<file path="config.mk">
export PLATFORM = sky130hd
export DESIGN_NAME = line_fetch
export DESIGN_NICKNAME = d
export VERILOG_FILES = /design/src/vga_pkg.sv /design/src/line_fetch.sv
export SDC_FILE = /design/constraint.sdc
export NUM_CORES = 1
export LEC_CHECK = 0
export BUFFER_PORTS_ARGS = -buffer_cell sky130_fd_sc_hd__clkbuf_2
export CAP_MARGIN = 20
export CORE_MARGIN = 2
export CORE_UTILIZATION = 47
export CTS_BUF_LIST = sky130_fd_sc_hd__clkbuf_4 sky130_fd_sc_hd__clkbuf_8
export DETAILED_ROUTE_END_ITERATION = 16
export PLACE_DENSITY_LB_ADDON = 0.3
export SETUP_SLACK_MARGIN = 0.4
export SLEW_MARGIN = 20
export SYNTH_ARGS = -nofsm -noshare
export SYNTH_HDL_FRONTEND = slang
export SYNTH_SLANG_ARGS = --single-unit
</file>
<file path="constraint.sdc">
create_clock -name sys_clock -period 2.9 [get_ports sys_clock]
set_clock_uncertainty 0.05 [all_clocks]
set_input_delay 0.58 -clock sys_clock [delete_from_list [all_inputs] [get_ports sys_clock]]
set_output_delay 0.58 -clock sys_clock [all_outputs]
set_load 0.005 [all_outputs]
</file>
<file path="src/vga_pkg.sv">
package vga_pkg;

  // ****************************************
  // pixel and display control words
  // ****************************************

  // one bus word, one line buffer entry, one display pixel
  typedef struct packed {
    logic [7:0] r;
    logic [7:0] g;
    logic [7:0] b;
  } rgb_pixel_t;

  // display control, hs and vs active low
  typedef struct packed {
    logic hs;
    logic vs;
    logic blank_n;
  } vga_sync_t;

  localparam rgb_pixel_t BLACK = '{r: 8'h00, g: 8'h00, b: 8'h00};

  // syncs inactive, screen blanked
  localparam vga_sync_t SYNC_IDLE = '{hs: 1'b1, vs: 1'b1, blank_n: 1'b0};

  // ****************************************
  // fetch engine
  // ****************************************

  // read loop, one release cycle between words
  typedef enum logic [1:0] {
    FETCH_IDLE     = 2'd0,
    FETCH_BUS      = 2'd1,  // bus_read up, waiting out bus_wait
    FETCH_GRAPHICS = 2'd2,  // word taken, written to line buffer
    FETCH_RELEASE  = 2'd3   // bus_read low for one cycle
  } fetch_state_t;

  // byte step per pixel in video memory
  localparam int unsigned PIXEL_BYTES = 4;

endpackage

</file>
<file path="src/line_fetch.sv">
`timescale 1ns/100ps

module line_fetch
  import vga_pkg::*;
#(
  parameter int          H_ACTIVE = 640,
  parameter int          V_ACTIVE = 480,
  parameter logic [31:0] VIDMEM   = 32'h00c00000
) (
  input  logic                        sys_clock,
  input  logic                        reset_n,
  input  logic                        line_toggle,
  input  logic                        frame_toggle,
  input  logic                        bus_wait,
  input  rgb_pixel_t                  data,
  output logic                        bus_read,
  output logic [31:0]                 address,
  output logic                        wr_en,
  output logic                        wr_bank,
  output logic [$clog2(H_ACTIVE)-1:0] wr_col,
  output rgb_pixel_t                  wr_pixel
);

  localparam int              COL_W    = $clog2(H_ACTIVE);
  localparam int              ROW_W    = $clog2(V_ACTIVE + 1);
  localparam logic [COL_W-1:0] LAST_COL = COL_W'(H_ACTIVE - 1);

  logic [2:0]       line_sync;
  logic [2:0]       frame_sync;
  logic             line_edge;
  logic             frame_edge;
  logic             pend_line;
  logic             pend_frame;
  logic             take_line;
  logic             take_frame;
  fetch_state_t     state;
  fetch_state_t     state_next;
  logic [ROW_W-1:0] row;
  logic [ROW_W-1:0] row_next;
  logic [ROW_W-1:0] row_inc;
  logic [COL_W-1:0] col;
  logic [COL_W-1:0] col_next;
  logic             bank;
  logic             bank_next;
  logic [31:0]      address_next;
  logic             wr_en_next;

  // byte address of pixel 0 of a row
  function automatic logic [31:0] row_address(input logic [ROW_W-1:0] r);
    row_address = VIDMEM + PIXEL_BYTES * 32'(H_ACTIVE) * 32'(r);
  endfunction

  // ****************************************
  // toggle synchronizers
  // ****************************************

  always_ff @(posedge sys_clock or negedge reset_n) begin
    if (!reset_n) begin
      line_sync  <= '0;
      frame_sync <= '0;
      pend_line  <= 1'b0;
      pend_frame <= 1'b0;
    end else begin
      line_sync  <= {line_sync[1:0], line_toggle};
      frame_sync <= {frame_sync[1:0], frame_toggle};
      pend_frame <= (pend_frame & ~take_frame) | frame_edge;
      pend_line  <= (pend_line & ~take_line & ~take_frame) | line_edge;  // frame wins
    end
  end

  assign line_edge  = line_sync[2] ^ line_sync[1];
  assign frame_edge = frame_sync[2] ^ frame_sync[1];

  assign take_frame = (state == FETCH_IDLE) && pend_frame;
  assign take_line  = (state == FETCH_IDLE) && !pend_frame && pend_line;
  assign row_inc    = row + 1'b1;

  // ****************************************
  // read loop
  // ****************************************

  always_comb begin
    state_next   = state;
    row_next     = row;
    col_next     = col;
    bank_next    = bank;
    address_next = address;
    wr_en_next   = 1'b0;
    case (state)
      FETCH_IDLE: begin
        if (take_frame) begin
          row_next     = '0;
          bank_next    = 1'b0;
          col_next     = '0;
          address_next = row_address('0);
          state_next   = FETCH_BUS;
        end else if (take_line && (32'(row_inc) < 32'(V_ACTIVE))) begin
          row_next     = row_inc;
          bank_next    = row_inc[0];
          col_next     = '0;
          address_next = row_address(row_inc);
          state_next   = FETCH_BUS;
        end
      end
      FETCH_BUS: begin
        if (!bus_wait) begin  // word taken on this edge
          wr_en_next = 1'b1;
          state_next = FETCH_GRAPHICS;
        end
      end
      FETCH_GRAPHICS: begin
        if (col == LAST_COL) begin
          state_next = FETCH_IDLE;  // row done
        end else begin
          col_next   = col + 1'b1;
          state_next = FETCH_RELEASE;
        end
      end
      FETCH_RELEASE: begin
        address_next = address + PIXEL_BYTES;
        state_next   = FETCH_BUS;
      end
      default: state_next = FETCH_IDLE;
    endcase
  end

  always_ff @(posedge sys_clock or negedge reset_n) begin
    if (!reset_n) begin
      state   <= FETCH_IDLE;
      row     <= '0;
      col     <= '0;
      bank    <= 1'b0;
      address <= '0;
      wr_en   <= 1'b0;
    end else begin
      state   <= state_next;
      row     <= row_next;
      col     <= col_next;
      bank    <= bank_next;
      address <= address_next;
      wr_en   <= wr_en_next;
    end
  end

  always_ff @(posedge sys_clock) begin
    if (state == FETCH_BUS && !bus_wait) wr_pixel <= data;
  end

  assign bus_read = (state == FETCH_BUS) || (state == FETCH_GRAPHICS);
  assign wr_bank  = bank;
  assign wr_col   = col;

endmodule

</file>
Yosys cells after proc, flatten, opt, wreduce, memory -nomap -nowiden
Cells that the tools add are included.
{"block": "op_classes", "mux": 18, "order_cmp": 1, "n_addsub": 4, "n_bitwise": 9, "n_eq_ne": 7, "n_mul": 1, "n_reduce_logical": 16}
{"operator": "2-to-1 mux 32 bit", "count": 2}
{"operator": "case mux 32 bit (2 select lines)", "count": 1}
{"operator": "adder 32 x 3 -> 32 bit, second input constant", "count": 1}
{"operator": "2-to-1 mux 10 bit", "count": 3}
{"operator": "adder 24 x 21 -> 25 bit, first input constant", "count": 1}
{"operator": "case mux 10 bit (2 select lines)", "count": 1}
{"operator": "2-to-1 mux 9 bit", "count": 2}
{"operator": "multiplier 3 x 9 -> 12 bit, first input constant", "count": 1}
{"operator": "adder 10 x 1 -> 10 bit, second input constant", "count": 1}
{"operator": "== test 10 bit, second input constant", "count": 1}
{"operator": "adder 9 x 1 -> 9 bit, second input constant", "count": 1}
{"operator": "< comparator 9 bit, second input constant", "count": 1}
{"operator": "2-to-1 mux 2 bit", "count": 4}
{"operator": "case mux 2 bit (4 select lines)", "count": 1}
{"operator": "AND reduction 2 bit", "count": 3}
{"operator": "nonzero test 2 bit", "count": 3}
{"operator": "logical AND 1 bit", "count": 5}
{"operator": "== test 2 bit, second input constant", "count": 2}
{"operator": "2-to-1 mux 1 bit", "count": 4}
{"operator": "inequality test 2 bit, second input constant", "count": 2}
{"operator": "bitwise AND 1 bit", "count": 3}
{"operator": "inequality test 3 x 2 -> 1 bit, second input constant", "count": 1}
{"operator": "AND reduction 3 bit", "count": 1}
{"operator": "== test 2 x 1 -> 1 bit, second input constant", "count": 1}
{"operator": "other kinds (6)", "count": 10}
{"block": "totals", "inputBits": 29, "out_inout_bits": 69, "word_cells": 69, "register_bits": 87}

Logic depth before layout (Yosys ltp)
{"block": "logic_depth", "ltp_word": 7, "mapped_depth": 14, "ltp_nobuf": 13}

Worst setup path before layout
No wires, ideal clock.
{"block": "synth_timing", "path_kind": "register to register", "start": "reg row[0]", "end": "reg address[19]", "path_stages_with_launch": 12, "setup_ns": 0.121, "setup_slack_ns": 0.064, "path_buffers": 0, "t_required_ns": 2.729, "arrival_time_ns": 2.665, "period_less_slack_ns": 2.836, "cell_sequence": "dfrtp_1 -> ha_1 -> nand3_2 -> nor3_1 -> xnor2_1 -> xor2_1 -> ha_1 -> or4_1 -> o211ai_1 -> xnor2_1 -> o32ai_1 -> a22o_1"}
{"block": "synth_between", "elab_chain_len": 6, "elab_cells_between_ends": 10, "cone_classes": "2 x add/sub; 1 x mul; 1 x order compare; 1 x eq/ne; 3 x mux; 2 x reduce/logical"}
{"element": "from (decl)", "line_no": "line_fetch.sv:38", "text": "logic [ROW_W-1:0] row;"}
{"element": "from (signal assigned)", "line_no": "line_fetch.sv:137", "text": "row <= row_next;"}
{"element": "adder 9 x 1 -> 9 bit *", "line_no": "line_fetch.sv:76", "text": "assign row_inc = row + 1'b1;"}
{"element": "multiplier 3 x 9 -> 12 bit", "line_no": "line_fetch.sv:50", "text": "row_address = VIDMEM + PIXEL_BYTES * 32'(H_ACTIVE) * 32'(r);"}
{"element": "adder 24 x 21 -> 25 bit", "line_no": "line_fetch.sv:50"}
{"element": "2-to-1 mux 32 bit", "line_no": "line_fetch.sv:97", "text": "end else if (take_line && (32'(row_inc) < 32'(V_ACTIVE))) begin"}
{"element": "2-to-1 mux 32 bit", "line_no": "line_fetch.sv:91", "text": "if (take_frame) begin"}
{"element": "case mux 32 bit (2 select lines)", "line_no": "line_fetch.sv:89", "text": "case (state)"}
{"element": "to (signal assigned)", "line_no": "line_fetch.sv:140", "text": "address <= address_next;"}
{"element": "to (decl)", "line_no": "line_fetch.sv:17", "text": "output logic [31:0] address,"}
Mark *: on every way between the ends. The rest lies on a longest branch, timed or not. The select of a mux whose other input is x is not followed.
A chain may end at the register's enable or synchronous reset.

Worst setup path after layout
{"block": "layout_timing", "start": "reg row[3]", "end": "reg address[20]"}
The elaborated chain is that of the path after synthesis.

==> flow_results.org <==
** Synth
- Mux contribution to synthesized area :: 0.00490
- The complex-gate fraction of the synthesized area is 0.225.
- Xor/xnor cell area share of the yosys netlist :: 0.0324
- Post-synth top flop :: sky130_fd_sc_hd__dfrtp_1
- The mapped netlist covers between 0.004 and 0.005 mm^2.
- The most common cell in the synthesized netlist is sky130_fd_sc_hd__dfrtp_1.
- Of the total synthesized cell area, the portion taken by AND, OR, NAND and NOR gates is 0.168.
- Async set-or-reset flop fraction in the synthesized netlist :: 0.714
- The synthesized netlist contains 62 unique library cells.
- In this run, synthesis inferred 24 flip-flops with an integrated enable.
- Counting every instance in the synthesized netlist gives around 460.
- Sequential share of the synthesized area :: 0.484
- Adder and majority gate portion of the synthesized area :: 0.0452
- Syn_area_per_cell :: 10.0 um^2
- By area, the combinational part of the netlist is dominated by compound AO/OA/AOI/OAI gates.
- Number of storage elements in the synthesis netlist :: 84
- Yosys printed 0 warnings.
- Share of Yosys cell area claimed by the top area cell type :: 0.327
- Top cells by area, synth :: sky130_fd_sc_hd__dfrtp_1 33%, sky130_fd_sc_hd__edfxtp_1 16%, sky130_fd_sc_hd__o21ai_0 5.8%
- By count the netlist is led by 60 x sky130_fd_sc_hd__dfrtp_1, 53 x sky130_fd_sc_hd__o21ai_0, 36 x sky130_fd_sc_hd__nand2_1, 24 x sky130_fd_sc_hd__edfxtp_1.
- Of all cell types, the one taking the most synthesized area is sky130_fd_sc_hd__dfrtp_1.

** Clock tree
- TritonCTS built the clock tree.
- Number of hold buffers added after CTS :: 0
- Level count of the clock H-tree :: 3
- Clock transition at path regs :: 100 ps
- The clock passes through at most 2 buffers.
- CTS root buf :: sky130_fd_sc_hd__clkbuf_8
- For the worst-skew pair, the clock arrives at the later sink with an insertion delay of roughly 360 ps.
- CTS buffer count :: 9
- The clock drives between 80 and 90 sinks.

** STA
- Summed over all failing endpoints, the final setup total negative slack is 0 ps.
- Once routing completed, OpenROAD measured the worst setup slack at around 170 ps.
- The worst pin sits at a relative slew slack of 0.656.
- Timing would allow up to around 0.37 GHz.
- Endpoints failing setup :: 0
- Ratio of final minimum period to clock period :: 0.943
- Time the worst path needs with I/O delays and setup :: 2730 ps
- Pin slew with the least headroom to its limit :: 514 ps
- The final count of pins violating max slew is 0.
- Hold violation count in the final report :: 0
- Unrepaired setup endpoints after global routing :: yes

** Routing
- In the routed layout, each cell is associated on average with a via count of ~5.7.
- DRC Markers :: 0
- Total Wirelength :: about 11000 um
- Detailed router's first-iteration violation count :: about 230
- DRT antenna net count :: 0
- Vias after detailed routing :: 4075
- Routed len/inst :: 16.1 um
- The pre-antenna-repair detailed-routing pass consisted of 4 iterations.

** Worst setup path
- R2r setup slk :: between 150 and 200 ps
- Type of the worst setup path :: reg -> reg
- The startpoint identified for the worst register-to-register timing path is row[3].
- Kind of start point of the critical path :: flip-flop
- Data on the critical path is required at its endpoint by 3090 ps.
- Data arrival at the endpoint of the critical path :: 2930 ps
- CP Max Fanout :: 5
- STA classifies the critical path endpoint as a flip-flop.
- Counting cells, the worst reg-to-reg path comes to 12.
- Reg-to-reg critical path endpoint :: address[20]

** Layout
- Number of nets in the final layout :: slightly above 600
- Share of post-route cells with drive strength above 1 :: 0.323
- 0 antenna diodes ended up in the layout.
- Area Overhead vs Synth :: 25.0%

** Power and ir drop
- Fraction of power spent switching nets :: 0.392
- Part of the power in registers :: 0.417
- The analysis attributes to cell leakage a power of between 0.002 and 0.003 uW.
- Clock network fraction of total power :: 0.219
- Reported net switching power :: about 1400 uW
- Dividing total power by cell area gives a power density of 632 mW/mm^2.
- After layout, the design draws a total of between 3000 and 4000 uW.
- Design internal power :: 2200 uW
- IR Drop Worst-Case VDD :: a little under 0.0004 V
- The share of total power dissipated in combinational logic is 0.364.

** Die
- In this run the count of I/O pins placed on the die edge is slightly below 100.
- Die Area :: between 0.01 and 0.015 mm^2
- The die is just over 100 um tall.
- The floorplan step defined a core boundary enclosing slightly below 0.01 mm^2.
- Std cell rows :: 36
- For this configuration, the core starts out at a cell density of 0.476.
- Die X-Extent :: approximately 100 um

** Placement
- Half-perimeter wire length of the detailed placement result :: 8110 um
- Worst-case setup slack after placement :: around 60 ps
- Buffers placed on the I/O ports in this run total 95.
- Routability cong. :: 0.849

** GRT
- Entering global routing, the biggest net connects 32 pins.
- Vias in the first global route :: between 3000 and 4000
- For this run the aggregate overflow at the end of global routing stands at 0.
- For this run, the total global-route usage over all layers was measured as 0.216.
- Antenna violations before repair :: 0
- Global-route wire length before repair :: 18000 um

** Worst hold path
- The min-delay analysis places its worst path in the category in -> async.

** Flow run
- Across the run, the number of max-cap violations was 0.

** Run status
- Result of the run :: complete, no violations
metal layers:
layer,track usage,vias up,part of all wire
met5,0,-,0
met4,0.0698,0,0.016
met3,0.0488,15,0.071
met2,0.357,140,0.48
met1,0.282,1984,0.43
li1,-,1936,-
layout by cell type, fill, tap and decap left out, drive strengths merged, types with 8 or more instances in the layout:
cell / n
clkbuf: 104
nor2: 23
buf: 28
a31oi: 10
and2: 10
xnor2: 10
o31ai: 15
nand2: 36
and3: 8
inv: 27
edfxtp: 24
nand3: 23
o21ai: 57
dfrtp: 60
a22o: 11
a21oi: 20
ha: 15
cells by family (layout without fill, tap and decap cells):
kind of cell | count (synthesis) | count (layout)
buffers and inverters | 43 | 162
adders and majority gates | 16 | 16
DFF | 84 | 84
other | 1 | 2
muxes | 2 | 2
and+or+nand+nor | 144 | 144
xor gates and xnor gates | 17 | 17
AOI/OAI and AO/OA | 152 | 152
worst max-delay path by stage:
stage | start | endpoint | cells after the start
3_5_place_dp | row[2] | address[18] | 13
5_1_grt | row[0] | address[20] | 12
3_3_place_gp | row[2] | address[18] | 13
6_report | row[3] | address[20] | 12
4_1_cts | row[3] | address[19] | 10
2_1_floorplan | row[0] | address[19] | 11
power groups by stage:
| stage | registers, uW | clock network, uW | logic [uW] |
|---|---|---|---|
| 3_3_place_gp | 1530 | 0 | 1220 |
| 3_5_place_dp | 1540 | 0 | 1240 |
| 4_1_cts | 1510 | 819 | 1260 |
| 5_1_grt | 1540 | 871 | 1470 |
| 6_report | 1510 | 794 | 1320 |
| 2_1_floorplan | 1530 | 0 | 788 |
per-stage QoR:
step / cells / hold WS, ps / cell area, um^2 / utilization
final: 712 / 105 / 5740 / 0.595
after CTS: 707 / 107 / 5590 / 0.580
after detailed placement: 687 / 287 / 5370 / 0.557
after global routing: 712 / 120 / 5740 / 0.595
after global placement: 687 / 290 / 5370 / 0.557
after floorplan: 460 / 234 / 4690 / -
layout make-up:
| cell class | count | area [um^2] |
|---|---|---|
| Clock buffer | 9 | 124 |
| Inverter | 23 | 86.3 |
| Clock inverter | 7 | 55.1 |
| Timing Repair Buffer | 123 | 702 |
| Tap cell | 133 | 166 |
| Multi-Input combinational cell | 333 | 2380 |
| Fill cell | 861 | 3900 |
| Sequential cell | 84 | 2230 |
repair_timing:
action                     in CTS  in global routing
pin swaps                       8                 16
buffers inserted                4                  5
gates cloned                    0                  0
gates resized for setup         6                 18
setup endpoints to repair      14                 20
sequential cells by signal, indices dropped and copies added, names as in the netlist:
signal,count
wr_en,1
row,9
pend_line,1
address,30
wr_col,10
pend_frame,1
frame_sync,3
wr_pixel,24
state,2
line_sync,3
critical path, stage by stage (launching register included):
cell	delay [ps]
sky130_fd_sc_hd__dfrtp_2	460
sky130_fd_sc_hd__buf_12	140
sky130_fd_sc_hd__xor2_2	170
sky130_fd_sc_hd__buf_4	130
sky130_fd_sc_hd__nand2_1	80
sky130_fd_sc_hd__xor2_1	220
sky130_fd_sc_hd__ha_1	310
sky130_fd_sc_hd__nor2b_2	180
sky130_fd_sc_hd__o31a_1	320
sky130_fd_sc_hd__nor4_1	230
sky130_fd_sc_hd__nor3_1	90
sky130_fd_sc_hd__a31oi_1	150
sky130_fd_sc_hd__o22ai_1	90
Power figures use the tool's default switching activity.
