$ cat src/vga_pkg.sv
package vga_pkg;

  // ****************************************
  // pixel and display control words
  // ****************************************

  // one bus word, one line buffer entry, one display pixel
  typedef struct packed {
    logic [7:0] r;
    logic [7:0] g;
    logic [7:0] b;
  } rgb_pixel_t;

  // display control, hs and vs active low
  typedef struct packed {
    logic hs;
    logic vs;
    logic blank_n;
  } vga_sync_t;

  localparam rgb_pixel_t BLACK = '{r: 8'h00, g: 8'h00, b: 8'h00};

  // syncs inactive, screen blanked
  localparam vga_sync_t SYNC_IDLE = '{hs: 1'b1, vs: 1'b1, blank_n: 1'b0};

  // ****************************************
  // fetch engine
  // ****************************************

  // read loop, one release cycle between words
  typedef enum logic [1:0] {
    FETCH_IDLE     = 2'd0,
    FETCH_BUS      = 2'd1,  // bus_read up, waiting out bus_wait
    FETCH_GRAPHICS = 2'd2,  // word taken, written to line buffer
    FETCH_RELEASE  = 2'd3   // bus_read low for one cycle
  } fetch_state_t;

  // byte step per pixel in video memory
  localparam int unsigned PIXEL_BYTES = 4;

endpackage

$ cat src/vga_timing.sv
`timescale 1ns/100ps

module vga_timing
  import vga_pkg::*;
#(
  parameter int H_ACTIVE = 640,
  parameter int H_FRONT  = 16,
  parameter int H_SYNC   = 96,
  parameter int H_BACK   = 48,
  parameter int V_ACTIVE = 480,
  parameter int V_FRONT  = 10,
  parameter int V_SYNC   = 2,
  parameter int V_BACK   = 33
) (
  input  logic                        vga_clock,
  input  logic                        reset_n,
  output vga_sync_t                   sync,
  output logic                        line_toggle,
  output logic                        frame_toggle,
  output logic                        rd_bank,
  output logic [$clog2(H_ACTIVE)-1:0] rd_col,
  output logic                        rd_en
);

  localparam int H_TOTAL  = H_ACTIVE + H_FRONT + H_SYNC + H_BACK;
  localparam int V_TOTAL  = V_ACTIVE + V_FRONT + V_SYNC + V_BACK;
  localparam int H_W      = $clog2(H_TOTAL);
  localparam int V_W      = $clog2(V_TOTAL);
  localparam int COL_W    = $clog2(H_ACTIVE);
  localparam int HS_START = H_ACTIVE + H_FRONT;
  localparam int VS_START = V_ACTIVE + V_FRONT;

  logic [H_W-1:0] h_count;
  logic [V_W-1:0] v_count;
  logic           h_last;
  logic           v_last;
  logic           active;
  logic           hs_zone;
  logic           vs_zone;
  logic           line_start;
  logic           vblank_start;

  assign h_last = (h_count == H_W'(H_TOTAL - 1));
  assign v_last = (v_count == V_W'(V_TOTAL - 1));

  assign active  = (h_count < H_W'(H_ACTIVE)) && (v_count < V_W'(V_ACTIVE));
  assign hs_zone = (h_count >= H_W'(HS_START)) && (h_count < H_W'(HS_START + H_SYNC));
  assign vs_zone = (v_count >= V_W'(VS_START)) && (v_count < V_W'(VS_START + V_SYNC));

  assign line_start   = (h_count == '0) && (v_count < V_W'(V_ACTIVE));
  assign vblank_start = (h_count == '0) && (v_count == V_W'(V_ACTIVE));

  // lookahead read request, one cycle before sync
  assign rd_en   = active;
  assign rd_bank = v_count[0];  // row y lives in bank y mod 2
  assign rd_col  = h_count[COL_W-1:0];

  always_ff @(posedge vga_clock or negedge reset_n) begin
    if (!reset_n) begin
      h_count <= '0;
      v_count <= '0;
    end else if (h_last) begin
      h_count <= '0;
      v_count <= v_last ? '0 : v_count + 1'b1;
    end else begin
      h_count <= h_count + 1'b1;
    end
  end

  // ****************************************
  // registered outputs
  // ****************************************

  always_ff @(posedge vga_clock or negedge reset_n) begin
    if (!reset_n) begin
      sync         <= SYNC_IDLE;
      line_toggle  <= 1'b0;
      frame_toggle <= 1'b0;
    end else begin
      sync.hs      <= !hs_zone;
      sync.vs      <= !vs_zone;
      sync.blank_n <= active;
      line_toggle  <= line_toggle ^ line_start;     // every active line
      frame_toggle <= frame_toggle ^ vblank_start;  // vertical blank begins
    end
  end

endmodule
$ cat config.mk
export PLATFORM = sky130hd
export DESIGN_NAME = vga_timing
export DESIGN_NICKNAME = d
export VERILOG_FILES = /design/src/vga_pkg.sv /design/src/vga_timing.sv
export SDC_FILE = /design/constraint.sdc
export NUM_CORES = 1
export LEC_CHECK = 0
export ABC_AREA = 1
export BUFFER_PORTS_ARGS = -buffer_cell sky130_fd_sc_hd__buf_4
export CAP_MARGIN = 20
export CORE_MARGIN = 2
export CORE_UTILIZATION = 50
export DETAILED_ROUTE_END_ITERATION = 10
export PLACE_DENSITY = 0.74
export REMOVE_ABC_BUFFERS = 1
export SYNTH_ARGS = -nofsm -noshare
export SYNTH_HDL_FRONTEND = slang
export SYNTH_SLANG_ARGS = --single-unit
$ cat constraint.sdc
create_clock -name vga_clock -period 1.25 [get_ports vga_clock]
set_input_delay 0.25 -clock vga_clock [delete_from_list [all_inputs] [get_ports vga_clock]]
set_output_delay 0.25 -clock vga_clock [all_outputs]
set_load 0.01 [all_outputs]
After elaboration in Yosys (flattened, before gate mapping):

Index checks and enable logic that the tools add are counted.

* register bits after elaboration: 25
* bits of input ports: 2
* output and inout port bits: 17
* logic and storage cells: 30

* add/subtract/negate cells: 2
* magnitude comparators: 6
* equal/unequal tests: 3
* multiplexer cells: 2
* bitwise operators: 2
* reductions and logical operators: 8

Operators with widths (count)
* $add A10 B1 Y10 const B: 2
* $eq A10 B10 Y1 const B: 2
* $lt A10 B10 Y1 const B: 2
* $lt A10 B9 Y1 const B: 2
* $mux W10: 2
* $eq A10 B9 Y1 const B: 1
* $ge A10 B10 Y1 const B: 1
* $ge A10 B9 Y1 const B: 1
* $logic_not A10 Y1: 1
* $logic_and A1 B1 Y1: 5
* $logic_not A1 Y1: 2
* $xor A1 B1 Y1: 2

Logic depth before layout (Yosys ltp):

Gate-level depths: netlist of the first run.

* depth after elaboration: 3
* mapped depth: 8
* depth with buffers taken out: 8

Worst setup path after synthesis of the first run:

Ideal clock, no wire load.

* path kind: reg2reg
* from: register h_count[0] (netlist: rd_col[0])
* to: register v_count[3]
* library setup time: 76 ps
* arrival time: 1297 ps
* data required time: 1174 ps
* path slack: -123 ps
* stages on the path, launching flop included: 9
* path buffers: 1
* period minus slack after synthesis: 1373 ps
* cells stage by stage: dfrtp_1 ha_1 nand2_1 nor2_4 inv_2 nor2_4 buf_6 nand3_1 o21ai_1

* longest elaborated chain between the ends: 1

Ends and longest elaborated chain
* from (decl): line vga_timing.sv:33 `logic [H_W-1:0] h_count;`
* from (signal assigned): line vga_timing.sv:66 `h_count <= h_count + 1'b1;`
* $eq A10 B10 Y1: line vga_timing.sv:43 `assign h_last = (h_count == H_W'(H_TOTAL - 1));`
* to (signal assigned): line vga_timing.sv:64 `v_count <= v_last ? '0 : v_count + 1'b1;`
* to (decl): line vga_timing.sv:34 `logic [V_W-1:0] v_count;`

Every way passes these cells.
A chain may end at the register's enable or synchronous reset.

Worst setup path after layout of the first run:

* from: register h_count[7] (netlist: rd_col[7])
* to: register v_count[5]

The elaborated chain is that of the path after synthesis.

==> results of run 1 <==
## synth_stat cells
| master | n | area, sq um |
|---|---|---|
| dfrtp_1 | 23 | 576 |
| o21ai_0 | 5 | 25.0 |
| a31oi_1 | 1 | 6.26 |
| nor2_4 | 3 | 33.8 |
| nor4_1 | 1 | 6.26 |
| dfstp_2 | 2 | 52.6 |
| inv_2 | 3 | 11.3 |
| buf_6 | 1 | 11.3 |
| nand3_1 | 14 | 70.1 |
| nand2_1 | 38 | 143 |
| nor2_2 | 1 | 6.26 |
| inv_1 | 24 | 90.1 |
| xnor2_1 | 1 | 8.76 |
| nand4_1 | 5 | 31.3 |
| ha_1 | 5 | 62.6 |
| nand3_2 | 1 | 10.0 |
| o21ai_1 | 2 | 10.0 |
| nand4_4 | 1 | 21.3 |
| nor2_1 | 18 | 67.6 |
| a21oi_1 | 3 | 15.0 |
| or3_1 | 1 | 6.26 |
| nand3b_1 | 3 | 22.5 |
| xor2_1 | 8 | 70.1 |
| nor3_1 | 7 | 35.0 |
## layer usage
| metal | global-route usage | up-vias |
|---|---|---|
| met5 | 0 | - |
| met4 | 0.0698 | 0 |
| met3 | 0.0207 | 33 |
| met2 | 0.507 | 113 |
| met1 | 0.378 | 762 |
| li1 | - | 720 |
## flip-flops by register name (all words and copies together), names as in the netlist
register	cells
frame_toggle	1
line_toggle	1
rd_col	10
sync	3
v_count	10
## worst max-delay path, delay by kind of cell (launching register included)
kind	cells	cell delay [ns]
buffers and inverters	3	0.39
DFF	1	0.43
and+or+nand+nor	3	0.53
xor gates and xnor gates	1	0.18
## power breakdown
group / internal, uW / leakage (uW) / switching (uW)
clock: 125 / 0.0000150 / 281
sequential: 809 / 0.000312 / 0
combinational: 4.15 / 0.000796 / 16.2
total: 939 / 0.00112 / 297
## timing repair
| item | in CTS | in global routing |
|---|---|---|
| hold buffers | 1 | 0 |
| resized for setup | 54 | 40 |
| endpoints found under the setup margin | 29 | 34 |
| hold endpoints to repair | 23 | 0 |
| pin swaps | 21 | 21 |
| buffers inserted | 12 | 12 |
| gates cloned | 2 | 0 |
## through the flow
| stage | hold WS, ns | instance area [sq um] | worst slack [ns] | power [uW] |
|---|---|---|---|---|
| finish | 0.328 | 2370 | -0.362 | 1240 |
| global route | 0.372 | 2370 | -0.441 | 1250 |
| CTS | 0.360 | 2170 | -0.297 | 1210 |
| detailed placement | 0.172 | 1820 | -0.157 | 843 |
| global placement | 0.167 | 1820 | -0.0850 | 842 |
| floorplan | -0.0456 | 1380 | -0.115 | 824 |
## final cells by class
class / instances / area [sq um]
Multi-Input combinational cell: 120 / 872
Timing Repair Buffer: 76 / 698
Sequential cell: 25 / 634
Fill cell: 98 / 337
Inverter: 27 / 104
Tap cell: 31 / 38.8
Clock buffer: 4 / 26.3
## how the worst min path moves through the flow
stage	endpoint	slack, ns	start
finish	rd_col[1]	0.33	reset_n
global placement	rd_col[2]	0.17	reset_n
floorplan	frame_toggle	-0.05	reset_n
CTS	rd_col[3]	0.36	reset_n
detailed placement	rd_col[3]	0.17	reset_n
global route	rd_col[3]	0.37	reset_n
## cells by family (layout without fill, tap and decap cells)
group / Yosys count / count (layout) / share of synthesized area
and+or+nand+nor: 93 / 95 / 0.326
buffers and inverters: 28 / 107 / 0.0809
DFF: 25 / 25 / 0.451
AOI/OAI and AO/OA: 11 / 11 / 0.0405
xor gates and xnor gates: 9 / 9 / 0.0567
adders and majority gates: 5 / 5 / 0.0450
==> flow_summary_export.csv, run 1 <==
group,metric,value,unit
critical_path,path_max_fanout,5,
route,drcViolationCount,0,
logic_synthesis,yosysSeqAreaShare,0.451,
die,coreArea,0.00271,sq mm
critical_path,crit_end,"v_count[5]",
die,die_y,56.8,um
grt,grt_max_degree,26,
placement,dp.cells,254,
critical_path,worstReg2RegStart,"rd_col[7]",
grt,overflow,0,
critical_path,arrival,1.88,ns
timing,fin_ws,-0.362,ns
final_layout,fin_util,0.876,
placement,place_hpwl,2.43,mm
clock_tree,cts_buffers,3,
route,first_iter_violations,147,
critical_path,r2r_slack,-0.36,ns
route,drt-pass1-iter-count,5,
final_layout,mostFrequentLayoutCell,"buf_4",
final_layout,syn_to_final_growth,70.6,%
route,drt-vias-per-instance,5.75,
grt,groute.usage.overall,0.285,
route,wl_per_cell,18.6,um
critical_path,worstPathRequired,1.51,ns
timing,setup_tns,-6.60,ns
clock_tree,clock-root-buffer,"clkbuf_4",
critical_path,cp-startpoint,"rd_col[7]",
critical_path,reg2reg_depth,7,
critical_path,r2r_end,"v_count[5]",
final_layout,nets,260,
final_layout,mostFrequentLayoutCells,"44 x buf_4, 32 x nand2_1, 30 x buf_6",
die,start_util,0.513,
critical_path,max_stage_delay,0.43,ns
die,boundaryPins,19,
pwr,power.leakage,0.00112,uW
logic_synthesis,yosysWarnings,0,
placement,numPortBuffers,18,
route,met1_length,1.96,mm
timing,rsz0062_at_grt,"yes",
pwr,power_density,521,mW/mm^2
logic_synthesis,syn_area_per_cell,8.14,sq um
flow_run,max_cap_violations,0,
final_layout,instances_no_fill,283,
timing,fmax,0.620,GHz
timing,tightest_slew,0.334,ns
timing,fin_skew,0.00805,ns
die,placement_rows,19,
logic_synthesis,ys_seq_elements,25,
critical_path,crit_path_top_delay_cell,"dfrtp_1",
logic_synthesis,yosysUniqueCellTypes,24,
grt,grt_pass1_wl,7.22,mm
timing,slew_headroom,0.778,
logic_synthesis,synthCells,171,
timing,slew_viol_final,0,
grt,antenna_found_initial,0,
route,wl_met3,402,um
critical_path,start_kind,"register",
critical_path,crit_top_cell,"nor2_4",
clock_tree,clock_path_buffers,2,
placement,gp_congestion,0.894,
clock_tree,clk_pin_slew,0.16,ns
critical_path,crit_path_end_kind,"register",
timing,finalCriticalPeriod,1.61,ns
die,fp.dieW,56.8,um
route,top_layer_used,"met4",
clock_tree,h-tree-depth,1,
grt,grt_pass1_vias,1479,
route,ant_nets,0,
critical_path,path_class,"register to register",
route,vias,1628,
status,violations,"negative setup slack",
status,status,"finished, violations left",
clock_tree,cts_tree,"built",
final_layout,final_layout_size_suffix_gt1_frac,0.532,
route,dr_wl_met2,2.60,mm
route,wirelength,5.25,mm
timing,finalHoldViolCount,0,
clock_tree,clkSinkCount,25,
logic_synthesis,synth_area,0.00139,sq mm
critical_path,crit_chain,"buf_4 -> buf_6 -> nor2_4 -> buf_12 -> nand4_4 -> nor2_4 -> xor2_1",
die,die_area,0.00322,sq mm
clock_tree,clock_latency,0.33,ns
final_layout,diodes,0,
timing,finalSetupViolCount,31,
worst_hold_path,min_path_type,"input pin to asynchronous set/reset pin",
pwr,vdd_ir_drop_max,551,uV
timing,finalCritPeriodShare,1.29,
No activity file was read; power rests on OpenSTA's default activity.
==> run 2, diff against run 1 <==
- ABC_AREA: 1 -> default
==> flow_summary_export.csv, run 2 <==
group,metric,value,unit
logic_synthesis,synthSimpleGateAreaFrac,0.258,
final_layout,seqCellArea,628,sq um
clock_tree,clock-root-buffer,"clkbuf_4",
logic_synthesis,post-synth-top-area-fraction,0.451,
logic_synthesis,synth_fa_ha_area_frac,0.0491,
final_layout,mostFrequentLayoutCells,"35 x buf_4, 32 x buf_6, 23 x dfrtp_1",
die,placement_rows,18,
grt,grt_pass1_wl,5.40,mm
route,drcViolationCount,0,
timing,finalHoldViolCount,0,
final_layout,diodes,0,
logic_synthesis,synth-xor-area-share,0.0824,
route,dr_wl_met2,2.19,mm
pwr,p_int,934,uW
timing,fin_skew,0.00840,ns
logic_synthesis,yosysMostFrequentCell,"dfrtp_1",
pwr,power_density,574,mW/mm^2
status,status,"finished, violations left",
logic_synthesis,yosysSeqAreaShare,0.493,
final_layout,syn_to_final_growth,64.8,%
critical_path,path_class,"register to register",
clock_tree,clock_latency,0.33,ns
grt,grt_pass1_vias,1152,
final_layout,mostFrequentLayoutCell,"buf_4",
pwr,p_sw_frac,0.226,
final_layout,nets,205,
grt,antenna_found_initial,0,
logic_synthesis,syn_area_per_cell,9.88,sq um
route,vias,1314,
critical_path,worstPathRequired,1.53,ns
timing,finalCriticalPeriod,2.00,ns
logic_synthesis,yosys_most_used_dff,"dfrtp_1",
logic_synthesis,yosysWarnings,0,
logic_synthesis,synth_top_cells_by_count,"23 x dfrtp_1, 13 x nor2_1, 11 x nand3_1, 8 x inv_1, 8 x xor2_1",
clock_tree,clk_pin_slew,0.14,ns
timing,setup_tns,-11.40,ns
placement,dp.cells,209,
route,drt-vias-per-instance,5.79,
route,drt-pass1-iter-count,4,
critical_path,path_max_fanout,5,
timing,finalSetupViolCount,30,
logic_synthesis,synth_top_family_by_area,"simple AND/OR/NAND/NOR gates",
final_layout,multiInputGateArea,744,sq um
critical_path,start_kind,"register",
logic_synthesis,synth_area_leaders,"dfrtp_1 45%, xor2_1 5.5%, ha_1 4.9%",
logic_synthesis,yosysUniqueCellTypes,33,
clock_tree,clock_path_buffers,2,
placement,place_ws,-0.645,ns
logic_synthesis,synth_area,0.00127,sq mm
route,ant_nets,0,
timing,fin_ws,-0.753,ns
die,coreArea,0.00245,sq mm
pwr,vdd_ir_drop_max,1020,uV
logic_synthesis,synthArstFlopShare,1.00,
placement,place_hpwl,2.24,mm
timing,tightest_slew,0.340,ns
route,top_layer_used,"met4",
timing,slew_headroom,0.771,
pwr,power.leakage,0.00105,uW
logic_synthesis,synth.mux.area_fraction,0,
clock_tree,h-tree-depth,1,
route,wirelength,4.23,mm
grt,groute.usage.overall,0.260,
route,first_iter_violations,46,
logic_synthesis,synth_top_cell_by_area,"dfrtp_1",
logic_synthesis,synth_edf_count,0,
route,wl_met3,294,um
die,die_y,54.5,um
grt,overflow,0,
placement,numPortBuffers,18,
final_layout,final_layout_size_suffix_gt1_frac,0.497,
final_layout,instances_no_fill,227,
pwr,pwr-share-clk,0.312,
clock_tree,clkSinkCount,25,
timing,rsz0062_at_grt,"yes",
die,die_area,0.00297,sq mm
logic_synthesis,synthCells,129,
final_layout,fill_cells,123,
logic_synthesis,synth_compound_area_frac,0.0716,
clock_tree,cts_buffers,3,
route,wl_per_cell,18.6,um
route,met1_length,1.65,mm
flow_run,max_cap_violations,0,
critical_path,reg2reg_depth,5,
timing,finalCritPeriodShare,1.60,
die,fp.dieW,54.5,um
logic_synthesis,ys_seq_elements,25,
status,violations,"negative setup slack",
pwr,p_switching,273,uW
clock_tree,cts_tree,"built",
critical_path,crit_path_end_kind,"register",
die,boundaryPins,19,
grt,grt_max_degree,26,
placement,gp_congestion,0.884,
pwr,power_frac_seq,0.671,
critical_path,arrival,2.28,ns
die,start_util,0.519,
pwr,p_comb_frac,0.017,
timing,fmax,0.499,GHz
worst_hold_path,min_path_type,"input pin to asynchronous set/reset pin",
timing,slew_viol_final,0,
==> run 2: changes by cell type after synthesis, moves of 4 or more <==
cell     delta
nor2_1      -5
inv_1      -16
or4_1       +4
nand2_1    -31
==> run 2: power by group through the flow <==
| stage | clock network (uW) | logic, uW | registers, uW |
|---|---|---|---|
| 2_1_floorplan | 0 | 0.000276 | 824 |
| 4_1_cts | 372 | 21.2 | 809 |
| 3_3_place_gp | 0 | 18.0 | 824 |
| 3_5_place_dp | 0 | 18.7 | 824 |
| 6_report | 377 | 20.7 | 809 |
| 5_1_grt | 424 | 24.9 | 810 |
==> run 2: worst max-delay path: stages (launching register included) <==
cell and delay (ns):
dfrtp_1 0.41, or4b_4 0.54, or3_4 0.37, buf_6 0.15, nor4_1 0.34, a21o_1 0.14
==> run 2: worst paths after layout <==
check / start / end / slack [ns]
worst max register to register: rd_col[7] / v_count[9] / -0.75
max in group asynchronous: reset_n / sync[1] / 0.56
worst min-delay path: reset_n / v_count[0] / 0.39
worst max-delay path: rd_col[7] / v_count[9] / -0.75
min in group vga_clock: frame_toggle / frame_toggle / 0.51
worst min register to register: frame_toggle / frame_toggle / 0.51
==> run 2: metal layers <==
| layer | GRT usage | vias to the layer above |
|---|---|---|
| li1 | - | 592 |
| met1 | 0.353 | 653 |
| met2 | 0.430 | 58 |
| met3 | 0.0546 | 11 |
| met4 | 0.0500 | 0 |
| met5 | 0 | - |
==> run 2: logic make-up after synthesis <==
group	after synthesis
simple gates	60
flops	25
xor+xnor	12
compound gates	15
buf+inv	12
fa+ha+maj	5
==> run 2: stage by stage <==
stage	power [uW]	util	hold WS, ns	cell area [sq um]
floorplan	824	-	-0.0456	1250
global placement	842	0.688	0.167	1690
detailed placement	843	0.688	0.173	1690
CTS	1200	0.787	0.360	1930
global route	1260	0.856	0.407	2100
finish	1210	0.856	0.387	2100
==> run 2: what timing repair did <==
action,CTS,global route
hold endpoints to repair,23,0
pin swaps,16,21
gates resized for setup,40,29
buffers inserted,8,11
endpoints found under the setup margin,29,34
hold buffers,1,0
==> run 2: area by class of cell <==
class	instances	share of cell area
clock buffers	3	0.0107
repair buffers	68	0.301
flip-flops and latches	25	0.299
well taps	30	0.0179
inverters	8	0.0143
clock inverters	1	0.00238
multi-input cells	92	0.354
==> run 3, diff against run 2 <==
- CELL_PAD_IN_SITES_DETAIL_PLACEMENT: default -> 1
- CELL_PAD_IN_SITES_GLOBAL_PLACEMENT: default -> 1
- CORE_UTILIZATION: 50 -> 38
- PLACE_DENSITY: 0.74 -> default
- PLACE_DENSITY_LB_ADDON: default -> 0.1
==> flow_summary_export.csv, run 3 (synthesis results as in run 2) <==
group,metric,value,unit
grt,grt_pass1_wl,6.20,mm
timing,slew_headroom,0.789,
flow_run,max_cap_violations,0,
pwr,power.leakage,0.00108,uW
final_layout,diodes,0,
pwr,p_sw_frac,0.242,
clock_tree,clkSinkCount,25,
route,wl_per_cell,18.0,um
critical_path,crit_chain,"or4b_4 -> or3_4 -> or4_4 -> nand2_2",
grt,antenna_found_initial,0,
clock_tree,cts_buffers,3,
route,ant_nets,0,
status,status,"finished, violations left",
die,coreArea,0.00328,sq mm
clock_tree,h-tree-depth,1,
placement,gp_congestion,0.809,
pwr,vdd_ir_drop_max,397,uV
timing,fin_ws,-0.751,ns
timing,tightest_slew,0.314,ns
final_layout,fill_cells,354,
pwr,power_frac_seq,0.655,
pwr,power_density,573,mW/mm^2
grt,grt_pass1_vias,1275,
grt,overflow,0,
die,die_y,61.9,um
pwr,pwr-share-clk,0.328,
timing,finalSetupViolCount,35,
critical_path,worstPathRequired,1.55,ns
final_layout,mostFrequentLayoutCells,"40 x buf_4, 32 x buf_6, 22 x dfrtp_1",
grt,groute.usage.overall,0.228,
critical_path,path_max_fanout,4,
pwr,power,1240,uW
pwr,p_int,937,uW
die,fp.dieW,61.9,um
pwr,p_comb_frac,0.016,
timing,finalCriticalPeriod,2.00,ns
route,first_iter_violations,10,
die,start_util,0.388,
timing,finalHoldViolCount,0,
critical_path,crit_buf_inv,0,
route,drt-vias-per-instance,5.16,
die,boundaryPins,19,
route,drt-pass1-iter-count,4,
timing,fmax,0.500,GHz
grt,grt_max_degree,26,
route,wirelength,4.46,mm
worst_hold_path,min_path_type,"input pin to asynchronous set/reset pin",
final_layout,syn_to_final_growth,69.1,%
final_layout,seqCellArea,629,sq um
die,placement_rows,21,
placement,place_hpwl,2.66,mm
clock_tree,cts_tree,"built",
final_layout,multiInputGateArea,738,sq um
route,drcViolationCount,0,
critical_path,start_kind,"register",
clock_tree,clk_pin_slew,0.15,ns
final_layout,fin_util,0.656,
final_layout,mostFrequentLayoutCell,"buf_4",
die,die_area,0.00383,sq mm
critical_path,crit_path_top_delay_cell,"or4b_4",
timing,rsz0062_at_grt,"yes",
clock_tree,clock_latency,0.35,ns
critical_path,max_stage_delay,0.56,ns
status,violations,"negative setup slack",
final_layout,final_layout_size_suffix_gt1_frac,0.505,
placement,numPortBuffers,18,
pwr,p_switching,299,uW
critical_path,crit_path_end_kind,"register",
clock_tree,clock-root-buffer,"clkbuf_4",
critical_path,cp_top_family,"simple AND/OR/NAND/NOR gates",
clock_tree,clock_path_buffers,2,
critical_path,path_class,"register to register",
timing,fin_skew,0.00371,ns
final_layout,nets,210,
timing,slew_viol_final,0,
timing,finalCritPeriodShare,1.60,
route,vias,1280,
critical_path,arrival,2.30,ns
-- run 3: repair_timing --
action | CTS | global route
gates resized for setup | 51 | 18
pin swaps | 9 | 12
setup endpoints to repair | 31 | 36
hold buffers | 1 | 0
hold endpoints to repair | 23 | 0
buffers inserted | 8 | 16
-- run 3: metrics by stage --
step / TNS, ns / hold WS, ns / std cells / cell area, sq um / setup WS, ns
finish: -12.59 / 0.342 / 248 / 2160 / -0.751
global route: -14.32 / 0.346 / 248 / 2160 / -0.771
CTS: -11.09 / 0.334 / 236 / 1990 / -0.676
detailed placement: -9.83 / 0.180 / 226 / 1720 / -0.719
global placement: -8.74 / 0.173 / 226 / 1720 / -0.625
floorplan: -8.05 / -0.0456 / 125 / 1250 / -0.793
-- run 3: final cells by class --
cell class                      instances  area share
Timing Repair Buffer                   73       0.311
Clock buffer                            3      0.0104
Clock inverter                          1     0.00348
Tap cell                               46      0.0267
Inverter                                8      0.0139
Multi-Input combinational cell         92       0.342
Sequential cell                        25       0.292
-- run 3: path summary, 6_finish.rpt --
kind | start | depth (start not counted) | slack [ns] | endpoint
worst max-delay path | rd_col[5] | 4 | -0.75 | v_count[4]
worst min-delay path | reset_n | 2 | 0.34 | sync[0]
worst max register to register | rd_col[5] | 4 | -0.75 | v_count[4]
worst min register to register | frame_toggle | 1 | 0.49 | frame_toggle
max in group asynchronous | reset_n | 2 | 0.61 | sync[1]
min in group vga_clock | frame_toggle | 1 | 0.49 | frame_toggle
-- run 3: power groups by stage --
| stage | combinational [uW] | sequential, uW | clock [uW] |
|---|---|---|---|
| 3_3_place_gp | 18.7 | 824 | 0 |
| 4_1_cts | 22.2 | 809 | 417 |
| 3_5_place_dp | 19.5 | 824 | 0 |
| 6_report | 20.3 | 809 | 406 |
| 5_1_grt | 24.0 | 810 | 457 |
| 2_1_floorplan | 0.000276 | 824 | 0 |
-- run 3: layer usage --
metal	vias up	share of wire	wire, um	global-route usage
met5	-	0	0	0
met4	0	0.028	126	0.0973
met3	11	0.022	100	0.0186
met2	28	0.53	2350	0.388
met1	645	0.42	1880	0.297
li1	596	-	-	-
